<file path="config.mk">
export PLATFORM = sky130hd
export DESIGN_NAME = processor
export DESIGN_NICKNAME = d
export VERILOG_FILES = /design/src/source/proc_pkg.sv /design/src/source/icache.sv /design/src/source/branch_predictor.sv /design/src/source/fetch_stage.sv /design/src/source/processor.sv
export VERILOG_INCLUDE_DIRS = /design/src /design/src/source
export SDC_FILE = /design/constraint.sdc
export NUM_CORES = 2
export LEC_CHECK = 0
export BUFFER_PORTS_ARGS = -buffer_cell sky130_fd_sc_hd__buf_2
export CAP_MARGIN = 30
export CORE_AREA = 5 5 539 541
export DETAILED_ROUTE_END_ITERATION = 10
export DIE_AREA = 0 0 544 546
export SYNTH_ARGS = -nofsm -noshare
export SYNTH_HDL_FRONTEND = slang
export SYNTH_SLANG_ARGS = --single-unit
</file>
<file path="constraint.sdc">
create_clock -name clock -period 8.6 [get_ports clock]
set_input_delay 1.72 -clock clock [delete_from_list [all_inputs] [get_ports clock]]
set_output_delay 1.72 -clock clock [all_outputs]
set_load 0.01 [all_outputs]
</file>
<file path="src/source/proc_config.svh">
`ifndef PROC_CONFIG_SVH
`define PROC_CONFIG_SVH

// data path width, address and instruction
`define XLEN            32

// icache geometry, one line is 64 bits or two instructions
`define ICACHE_LINES    16

// branch target buffer size
`define BTB_ENTRIES     8

// wfi encoding, system opcode with funct12 = 0x105
`define WFI_INST        32'h10500073

`endif

</file>
<file path="src/source/proc_pkg.sv">
`include "proc_config.svh"

package proc_pkg;

    // memory bus command
    typedef enum logic [1:0] {
        BUS_NONE  = 2'h0,
        BUS_LOAD  = 2'h1,
        BUS_STORE = 2'h2            // unused by the front end
    } mem_command_t;

    // access size on the memory port
    typedef enum logic [1:0] {
        BYTE   = 2'h0,
        HALF   = 2'h1,
        WORD   = 2'h2,
        DOUBLE = 2'h3               // full cache line
    } mem_size_t;

    // status codes, same values as the riscv mcause set
    typedef enum logic [3:0] {
        ILLEGAL_INST  = 4'h2,
        NO_ERROR      = 4'ha,
        HALTED_ON_WFI = 4'he
    } exception_code_t;

    // one fetched instruction headed for decode
    typedef struct packed {
        logic              valid;
        logic [`XLEN-1:0]  pc;
        logic [31:0]       inst;
        logic              pred_taken;   // btb said taken
        logic [`XLEN-1:0]  pred_target;
    } fetch_packet_t;

    // resolved branch coming back from execute
    typedef struct packed {
        logic              valid;
        logic [`XLEN-1:0]  pc;
        logic              taken;
        logic [`XLEN-1:0]  target;
        logic              mis_pred;     // redirect fetch
    } branch_result_t;

    // btb lookup result
    typedef struct packed {
        logic              taken;
        logic [`XLEN-1:0]  target;
    } prediction_t;

endpackage

</file>
<file path="src/source/icache.sv">
`include "proc_config.svh"

module icache (
    input  logic                    clock,
    input  logic                    arst_n,
    input  logic [`XLEN-1:0]        fetch_addr,
    input  logic [3:0]              mem2proc_response,  // request tag, 0 = refused
    input  logic [63:0]             mem2proc_data,
    input  logic [3:0]              mem2proc_tag,       // tag of returning data
    output logic [31:0]             inst,
    output logic                    inst_valid,
    output proc_pkg::mem_command_t  proc2mem_command,
    output logic [`XLEN-1:0]        proc2mem_addr
);
    import proc_pkg::*;

    localparam int IDX_W = $clog2(`ICACHE_LINES);
    localparam int TAG_W = `XLEN - IDX_W - 3;   // 8 bytes per line

    typedef enum logic [1:0] {
        IDLE,
        REQUEST,
        WAIT_TAG
    } refill_state_t;

    // line storage
    logic [63:0]              line_data [`ICACHE_LINES];
    logic [TAG_W-1:0]         line_tag  [`ICACHE_LINES];
    logic [`ICACHE_LINES-1:0] line_valid;

    logic [IDX_W-1:0]  rd_idx;
    logic [TAG_W-1:0]  rd_tag;
    logic              hit;

    refill_state_t     state;
    refill_state_t     state_nxt;
    logic [`XLEN-1:0]  miss_addr;   // line aligned refill address
    logic [3:0]        miss_tag;    // bus tag of the refill in flight
    logic              fill;

    //////////////////////////////////////////////////
    // lookup
    //////////////////////////////////////////////////

    assign rd_idx = fetch_addr[IDX_W+2:3];
    assign rd_tag = fetch_addr[`XLEN-1:IDX_W+3];
    assign hit    = line_valid[rd_idx] && (line_tag[rd_idx] == rd_tag);

    // bit 2 picks the upper word
    assign inst       = fetch_addr[2] ? line_data[rd_idx][63:32] : line_data[rd_idx][31:0];
    assign inst_valid = hit;

    //////////////////////////////////////////////////
    // refill state machine
    //////////////////////////////////////////////////

    // data back for our request
    assign fill = (state == WAIT_TAG) && (mem2proc_tag == miss_tag);

    always_comb begin
        state_nxt = state;
        case (state)
            IDLE: begin
                if (!hit) state_nxt = REQUEST;
            end
            REQUEST: begin
                if (mem2proc_response != 4'd0) state_nxt = WAIT_TAG;   // accepted
            end
            WAIT_TAG: begin
                if (fill) state_nxt = IDLE;
            end
            default: state_nxt = IDLE;
        endcase
    end

    always_ff @(posedge clock or negedge arst_n) begin
        if (!arst_n) begin
            state <= IDLE;
        end else begin
            state <= state_nxt;
        end
    end

    // refill address and bus tag
    always_ff @(posedge clock) begin
        if (state == IDLE && !hit) begin
            miss_addr <= {fetch_addr[`XLEN-1:3], 3'b000};
        end
        if (state == REQUEST && mem2proc_response != 4'd0) begin
            miss_tag <= mem2proc_response;
        end
    end

    // line write, completes even if fetch moved on
    always_ff @(posedge clock) begin
        if (fill) begin
            line_data[miss_addr[IDX_W+2:3]] <= mem2proc_data;
            line_tag[miss_addr[IDX_W+2:3]]  <= miss_addr[`XLEN-1:IDX_W+3];
        end
    end

    always_ff @(posedge clock or negedge arst_n) begin
        if (!arst_n) begin
            line_valid <= '0;
        end else if (fill) begin
            line_valid[miss_addr[IDX_W+2:3]] <= 1'b1;
        end
    end

    // load held until memory gives a nonzero tag
    assign proc2mem_command = (state == REQUEST) ? BUS_LOAD : BUS_NONE;
    assign proc2mem_addr    = (state == REQUEST) ? miss_addr : '0;

    //////////////////////////////////////////////////
    // checks
    //////////////////////////////////////////////////

    // accepted request goes quiet while waiting for data
    a_quiet_after_accept : assert property (@(posedge clock) disable iff (!arst_n)
        (proc2mem_command == BUS_LOAD && mem2proc_response != 4'd0)
            |=> proc2mem_command == BUS_NONE)
        else $error("icache: command not BUS_NONE while waiting for tag");

    a_line_aligned : assert property (@(posedge clock) disable iff (!arst_n)
        proc2mem_command == BUS_LOAD |-> proc2mem_addr[2:0] == 3'b000)
        else $error("icache: unaligned refill address %h", proc2mem_addr);

endmodule

</file>
<file path="src/source/branch_predictor.sv">
`include "proc_config.svh"

module branch_predictor (
    input  logic                     clock,
    input  logic                     arst_n,
    input  logic [`XLEN-1:0]         lookup_pc,
    input  proc_pkg::branch_result_t branch_result,
    output proc_pkg::prediction_t    prediction
);

    localparam int IDX_W = $clog2(`BTB_ENTRIES);
    localparam int TAG_W = `XLEN - IDX_W - 2;   // word aligned pcs

    // btb storage
    logic [`BTB_ENTRIES-1:0] btb_valid;
    logic [TAG_W-1:0]        btb_tag     [`BTB_ENTRIES];
    logic [`XLEN-1:0]        btb_target  [`BTB_ENTRIES];
    logic [1:0]              btb_counter [`BTB_ENTRIES];   // 2-bit saturating

    logic [IDX_W-1:0]  lk_idx;
    logic [TAG_W-1:0]  lk_tag;
    logic              lk_hit;

    logic [IDX_W-1:0]  tr_idx;
    logic [TAG_W-1:0]  tr_tag;
    logic              tr_hit;

    //////////////////////////////////////////////////
    // lookup
    //////////////////////////////////////////////////

    assign lk_idx = lookup_pc[IDX_W+1:2];
    assign lk_tag = lookup_pc[`XLEN-1:IDX_W+2];
    assign lk_hit = btb_valid[lk_idx] && (btb_tag[lk_idx] == lk_tag);

    // taken only on a hit with counter in the upper half
    assign prediction.taken  = lk_hit && btb_counter[lk_idx][1];
    assign prediction.target = lk_hit ? btb_target[lk_idx] : '0;

    //////////////////////////////////////////////////
    // training
    //////////////////////////////////////////////////

    assign tr_idx = branch_result.pc[IDX_W+1:2];
    assign tr_tag = branch_result.pc[`XLEN-1:IDX_W+2];
    assign tr_hit = btb_valid[tr_idx] && (btb_tag[tr_idx] == tr_tag);

    always_ff @(posedge clock or negedge arst_n) begin
        if (!arst_n) begin
            btb_valid <= '0;
            for (int i = 0; i < `BTB_ENTRIES; i++) begin
                btb_counter[i] <= 2'b01;   // weakly not taken
            end
        end else if (branch_result.valid) begin
            if (branch_result.taken) begin
                btb_valid[tr_idx] <= 1'b1;
                if (!tr_hit) begin
                    btb_counter[tr_idx] <= 2'b10;   // fresh entry, weakly taken
                end else if (btb_counter[tr_idx] != 2'b11) begin
                    btb_counter[tr_idx] <= btb_counter[tr_idx] + 2'd1;
                end
            end else if (tr_hit && btb_counter[tr_idx] != 2'b00) begin
                btb_counter[tr_idx] <= btb_counter[tr_idx] - 2'd1;
            end
        end
    end

    // tag and target only move on a taken result
    always_ff @(posedge clock) begin
        if (branch_result.valid && branch_result.taken) begin
            btb_tag[tr_idx]    <= tr_tag;
            btb_target[tr_idx] <= branch_result.target;
        end
    end

    // taken target must come from a trained entry, always word aligned
    a_taken_from_valid : assert property (@(posedge clock) disable iff (!arst_n)
        prediction.taken |-> btb_valid[lk_idx] && prediction.target[1:0] == 2'b00)
        else $error("btb: taken prediction %h from bad entry %0d",
                    prediction.target, lk_idx);

endmodule

</file>
<file path="src/source/fetch_stage.sv">
`include "proc_config.svh"

module fetch_stage (
    input  logic                     clock,
    input  logic                     arst_n,
    input  logic [31:0]              inst,
    input  logic                     inst_valid,        // icache hit this cycle
    input  proc_pkg::prediction_t    prediction,
    input  logic                     stall,             // back end full
    input  proc_pkg::branch_result_t branch_result,
    output logic [`XLEN-1:0]         fetch_addr,
    output proc_pkg::fetch_packet_t  fetch_packet,
    output logic                     halted
);

    logic [`XLEN-1:0]  pc;
    logic [`XLEN-1:0]  pc_nxt;
    logic              redirect;
    logic              fire;
    logic              is_wfi;

    assign redirect = branch_result.valid && branch_result.mis_pred;
    assign fire     = inst_valid && !stall && !halted;
    assign is_wfi   = (inst == `WFI_INST);

    assign fetch_addr = pc;

    //////////////////////////////////////////////////
    // next pc
    //////////////////////////////////////////////////

    // redirect beats prediction beats sequential
    always_comb begin
        pc_nxt = pc;                      // hold on stall, miss or halt
        if (redirect) begin
            pc_nxt = branch_result.target;
        end else if (fire) begin
            pc_nxt = prediction.taken ? prediction.target : pc + `XLEN'd4;
        end
    end

    always_ff @(posedge clock or negedge arst_n) begin
        if (!arst_n) begin
            pc <= '0;
        end else begin
            pc <= pc_nxt;
        end
    end

    // sticky until the back end redirects
    always_ff @(posedge clock or negedge arst_n) begin
        if (!arst_n) begin
            halted <= 1'b0;
        end else if (redirect) begin
            halted <= 1'b0;
        end else if (fire && is_wfi) begin
            halted <= 1'b1;
        end
    end

    //////////////////////////////////////////////////
    // packet register
    //////////////////////////////////////////////////

    always_ff @(posedge clock or negedge arst_n) begin
        if (!arst_n) begin
            fetch_packet <= '0;
        end else if (redirect) begin
            fetch_packet.valid <= 1'b0;          // squash wrong path
        end else if (!stall) begin
            fetch_packet.valid <= fire;          // bubble on miss or halt
            if (fire) begin
                fetch_packet.pc          <= pc;
                fetch_packet.inst        <= inst;
                fetch_packet.pred_taken  <= prediction.taken;
                fetch_packet.pred_target <= prediction.target;
            end
        end
    end

    a_pc_aligned : assert property (@(posedge clock) disable iff (!arst_n)
        fetch_packet.valid |-> fetch_packet.pc[1:0] == 2'b00)
        else $error("fetch: misaligned packet pc %h", fetch_packet.pc);

endmodule

</file>
<file path="src/source/processor.sv">
`include "proc_config.svh"

module processor (
    input  logic                      clock,
    input  logic                      arst_n,
    input  logic [3:0]                mem2proc_response,  // tag for current request
    input  logic [63:0]               mem2proc_data,
    input  logic [3:0]                mem2proc_tag,       // tag for current reply
    input  logic                      stall,
    input  proc_pkg::branch_result_t  branch_result,      // from the back end
    output proc_pkg::mem_command_t    proc2mem_command,
    output logic [`XLEN-1:0]          proc2mem_addr,
    output proc_pkg::mem_size_t       proc2mem_size,
    output proc_pkg::fetch_packet_t   fetch_packet,
    output proc_pkg::exception_code_t processor_error_status
);
    import proc_pkg::*;

    // fetch to icache
    logic [`XLEN-1:0]  fetch_addr;
    logic [31:0]       inst;
    logic              inst_valid;

    prediction_t       prediction;   // btb to fetch
    logic              halted;

    assign proc2mem_size          = DOUBLE;   // whole line per refill
    assign processor_error_status = halted ? HALTED_ON_WFI : NO_ERROR;

    //////////////////////////////////////////////////
    // fetch
    //////////////////////////////////////////////////

    fetch_stage fetch_stage0 (
        .clock         (clock),
        .arst_n        (arst_n),
        .inst          (inst),
        .inst_valid    (inst_valid),
        .prediction    (prediction),
        .stall         (stall),
        .branch_result (branch_result),
        .fetch_addr    (fetch_addr),
        .fetch_packet  (fetch_packet),
        .halted        (halted)
    );

    //////////////////////////////////////////////////
    // icache and predictor
    //////////////////////////////////////////////////

    icache icache0 (
        .clock             (clock),
        .arst_n            (arst_n),
        .fetch_addr        (fetch_addr),
        .mem2proc_response (mem2proc_response),
        .mem2proc_data     (mem2proc_data),
        .mem2proc_tag      (mem2proc_tag),
        .inst              (inst),
        .inst_valid        (inst_valid),
        .proc2mem_command  (proc2mem_command),   // icache owns the bus
        .proc2mem_addr     (proc2mem_addr)
    );

    branch_predictor branch_predictor0 (
        .clock         (clock),
        .arst_n        (arst_n),
        .lookup_pc     (fetch_addr),     // same pc the icache sees
        .branch_result (branch_result),
        .prediction    (prediction)
    );

endmodule

</file>
==> impl_metrics.ini <==
[worst_setup_path]
crit_type = register to register
regToRegSetupSlack_ns = 2.82
reg2regPathDepth = 10
crit-reg2reg-launch = fetch_stage0.fetch_addr[3]
cp.arrival_ns = 6.52
required_ns = 9.34
cp-end-kind = register
crit_fanout = 67
startpoint_type = register
r2r_end = fetch_stage0.fetch_addr[22]

[yosys]
async_flop_share_pct = 8.23
ys_seq_area_share_pct = 73.2
yosysUniqueCellTypes = 93
synth_ff_type = edfxtp_1
ys_ff_latch = 2102
synthesis.area_mm2 = 0.0851
synth.yosys.warnings = 0
avgSynthCellArea_um2 = 20.1
synth_edf_count = 1929
syn_inst = 4229

[status]
status = finished clean

[clock_network]
htreeDepth = 4
cts.clk_slew.worst_paths_ns = 0.06
postCtsResizedCells = 0
clock-root-buffer = clkbuf_16
clock_sinks = 2102
insertion_delay_ns = 0.90
postCtsSetupRepairBufs = 0
numCtsBuffers = 228
cts_tree = built
hold_buffers = 0
cts_max_path_buffers = 4

[min_path]
min-delay-start = icache0.line_valid[14]
holdPathStages = 1
holdPathEnd = icache0.line_valid[14]
hp-class = register to register

[floorplanning]
io_pins = 280
fp.dieH_um = 546
start_util_pct = 29.9
core_area_mm2 = 0.284
chipWidth_um = 544
die_area_mm2 = 0.297
rows = 196

[sta]
hold_viol = 0
rsz0062_at_grt = no
drv_slew = 0
clock.fmax_mhz = 173
min_period_over_period_pct = 67.2
setup-violations-final = 0
finClkSkew_ns = 0.0705
setup_tns_ns = 0
worst_pin_slew_ns = 1.02
min_period_ns = 5.78
slew_headroom_pct = 32.3

[global_route]
grt_pass1_vias = 45400
antenna_found_initial = 73
grtUsageTotal_pct = 15.8
grt_pass1_wl_mm = 341
grt_max_degree = 123
overflow = 0

[routing]
viasPerCell = 5.16
wl_mm = 240
drc = 0
dr_total_vias = 44300
antenna_left = 0
drt_pass1_iterations = 6
wl_per_cell_um = 28.0
drt_iter0_markers = 4751

[place]
placedCellCount = 8124
place.gp.congestion = 0.839
portBuffers = 268
dp_hpwl_mm = 141

[power]
switching_power_mw = 5.93
pwr-share-comb_pct = 10.2
leakagePower_nw = 32.7
switching_share_pct = 24.4
seq_power_share_pct = 49.1
ir_worst_vdd_mv = 0.184
power_density_mw_per_mm2 = 245
power.share.clock_pct = 40.7
p_int_mw = 18.3

[finish]
fill_cells = 26500
syn2layout_area_growth_pct = 16.3
fin_cells = 8579
nets = 4737
layout-drive-gt1-share_pct = 30.2

[flow_run]
drv_cap = 0
[area by class of cell]
cell class              count  area, µm²  area share, %
flip-flops and latches   2102      62300           63.0
multi-input cells        1850      21400           21.7
clock buffers             316       6460           6.53
well taps                3762       4710           4.76
repair buffers            387       2610           2.64
clock inverters           111       1240           1.26
inverters                  23       93.8         0.0949
diodes                     28       70.1         0.0709
[synth_stat cells, types with 40 or more instances]
cell type	count	area share [%]
mux2i_1	255	3.0
buf_2	82	0.48
o21ai_0	54	0.32
mux4_2	479	13
mux2_2	122	1.6
nor2_1	70	0.31
edfxtp_1	1929	68
buf_4	55	0.49
nand2_1	184	0.81
xnor2_1	46	0.47
xor2_1	40	0.41
nor3_1	49	0.29
dfrtp_1	165	4.9
clkbuf_1	76	0.34
[cells in the final DEF, fill, tap and decap left out, types with 33 or more instances in the layout]
master and count:
buf_4 93, xor2_1 40, mux4_2 479, or2_2 33, nand2_1 182, mux2_2 122, and2_1 37, nor3_1 41
dfrtp_1 160, clkbuf_8 34, clkbuf_16 232, nor2_1 55, clkinv_2 35, xnor2_1 46, o21ai_0 53, mux2i_1 255
clkbuf_1 50, edfxtp_1 1929, buf_2 266
[metal layers]
| metal | global-route usage [%] | vias up | wire (µm) |
|---|---|---|---|
| met3 | 3.52 | 375 | 18400 |
| met1 | 21.0 | 23900 | 98500 |
| met2 | 26.1 | 1696 | 117000 |
| met4 | 4.08 | 50 | 6130 |
| li1 | - | 18200 | - |
| met5 | 0 | - | 312 |
[critical path, cell delays in order, from the launching register on]
cell and delay, ns:
dfrtp_4 1.05, buf_12 0.46, mux4_2 0.58, mux2i_1 0.26
xor2_1 0.42, nand4_1 0.27, nor4_1 0.53, and4_1 0.87
nand2_1 0.37, a32o_1 0.35, a221o_1 0.29
[stage by stage]
| step | worst slack [ns] | utilization, % | cell area [µm²] | hold slack (ns) | power, mW |
|---|---|---|---|---|---|
| after floorplan | 1.02 | - | 85100 | 0.423 | 13.5 |
| final | 2.82 | 34.8 | 98900 | 0.466 | 24.3 |
| after detailed placement | 2.49 | 32.0 | 91100 | 0.450 | 14.6 |
| after CTS | 2.75 | 34.7 | 98800 | 0.465 | 24.5 |
| after global placement | 2.63 | 32.0 | 90900 | 0.446 | 14.6 |
| after global routing | 2.51 | 34.7 | 98800 | 0.478 | 25.1 |
[kinds of logic after synthesis]
| kind of cell | count (synthesis) | share of synthesized area [%] |
|---|---|---|
| adder cells (fa/ha/maj) | 3 | 0.0441 |
| AND/OR/NAND/NOR | 547 | 3.36 |
| AO/OA/AOI/OAI | 340 | 3.05 |
| XOR/XNOR | 86 | 0.885 |
| multiplexers | 865 | 17.5 |
| other | 2 | 0.00883 |
| flip-flops | 2102 | 73.2 |
| buffers and inverters | 284 | 1.91 |
[state kept, by name, summed over array words and instances (netlist names)]
register,flops
icache0.line_data,1024
branch_predictor0.btb_valid,8
icache0.state,2
branch_predictor0.btb_tag,216
fetch_stage0.fetch_addr,32
icache0.miss_addr,29
branch_predictor0.btb_counter,16
branch_predictor0.btb_target,256
icache0.miss_tag,4
icache0.line_tag,400
icache0.line_valid,16
fetch_stage0.halted,1
fetch_stage0.fetch_packet,98
[how the worst max path moves through the flow]
stage	start	endpoint	slack, ns	depth (start not counted)
after floorplan	branch_result[36]	branch_predictor0.btb_counter[11]	1.02	7
after CTS	fetch_stage0.fetch_addr[3]	fetch_stage0.fetch_packet[29]	2.75	11
after global routing	fetch_stage0.fetch_addr[3]	fetch_stage0.fetch_packet[19]	2.51	11
after global placement	branch_result[36]	branch_predictor0.btb_counter[15]	2.63	11
final	fetch_stage0.fetch_addr[3]	fetch_stage0.fetch_addr[22]	2.82	10
after detailed placement	branch_result[38]	branch_predictor0.btb_counter[15]	2.49	10
[power by group through the flow]
stage	clock network, mW	logic [mW]	registers (mW)
final	9.89	2.47	11.9
after global routing	10.5	2.62	11.9
after CTS	10.1	2.52	11.9
after detailed placement	0	2.51	12.1
after global placement	0	2.48	12.1
after floorplan	0	1.62	11.9
Note: power is estimated with default switching activity, not from simulation.
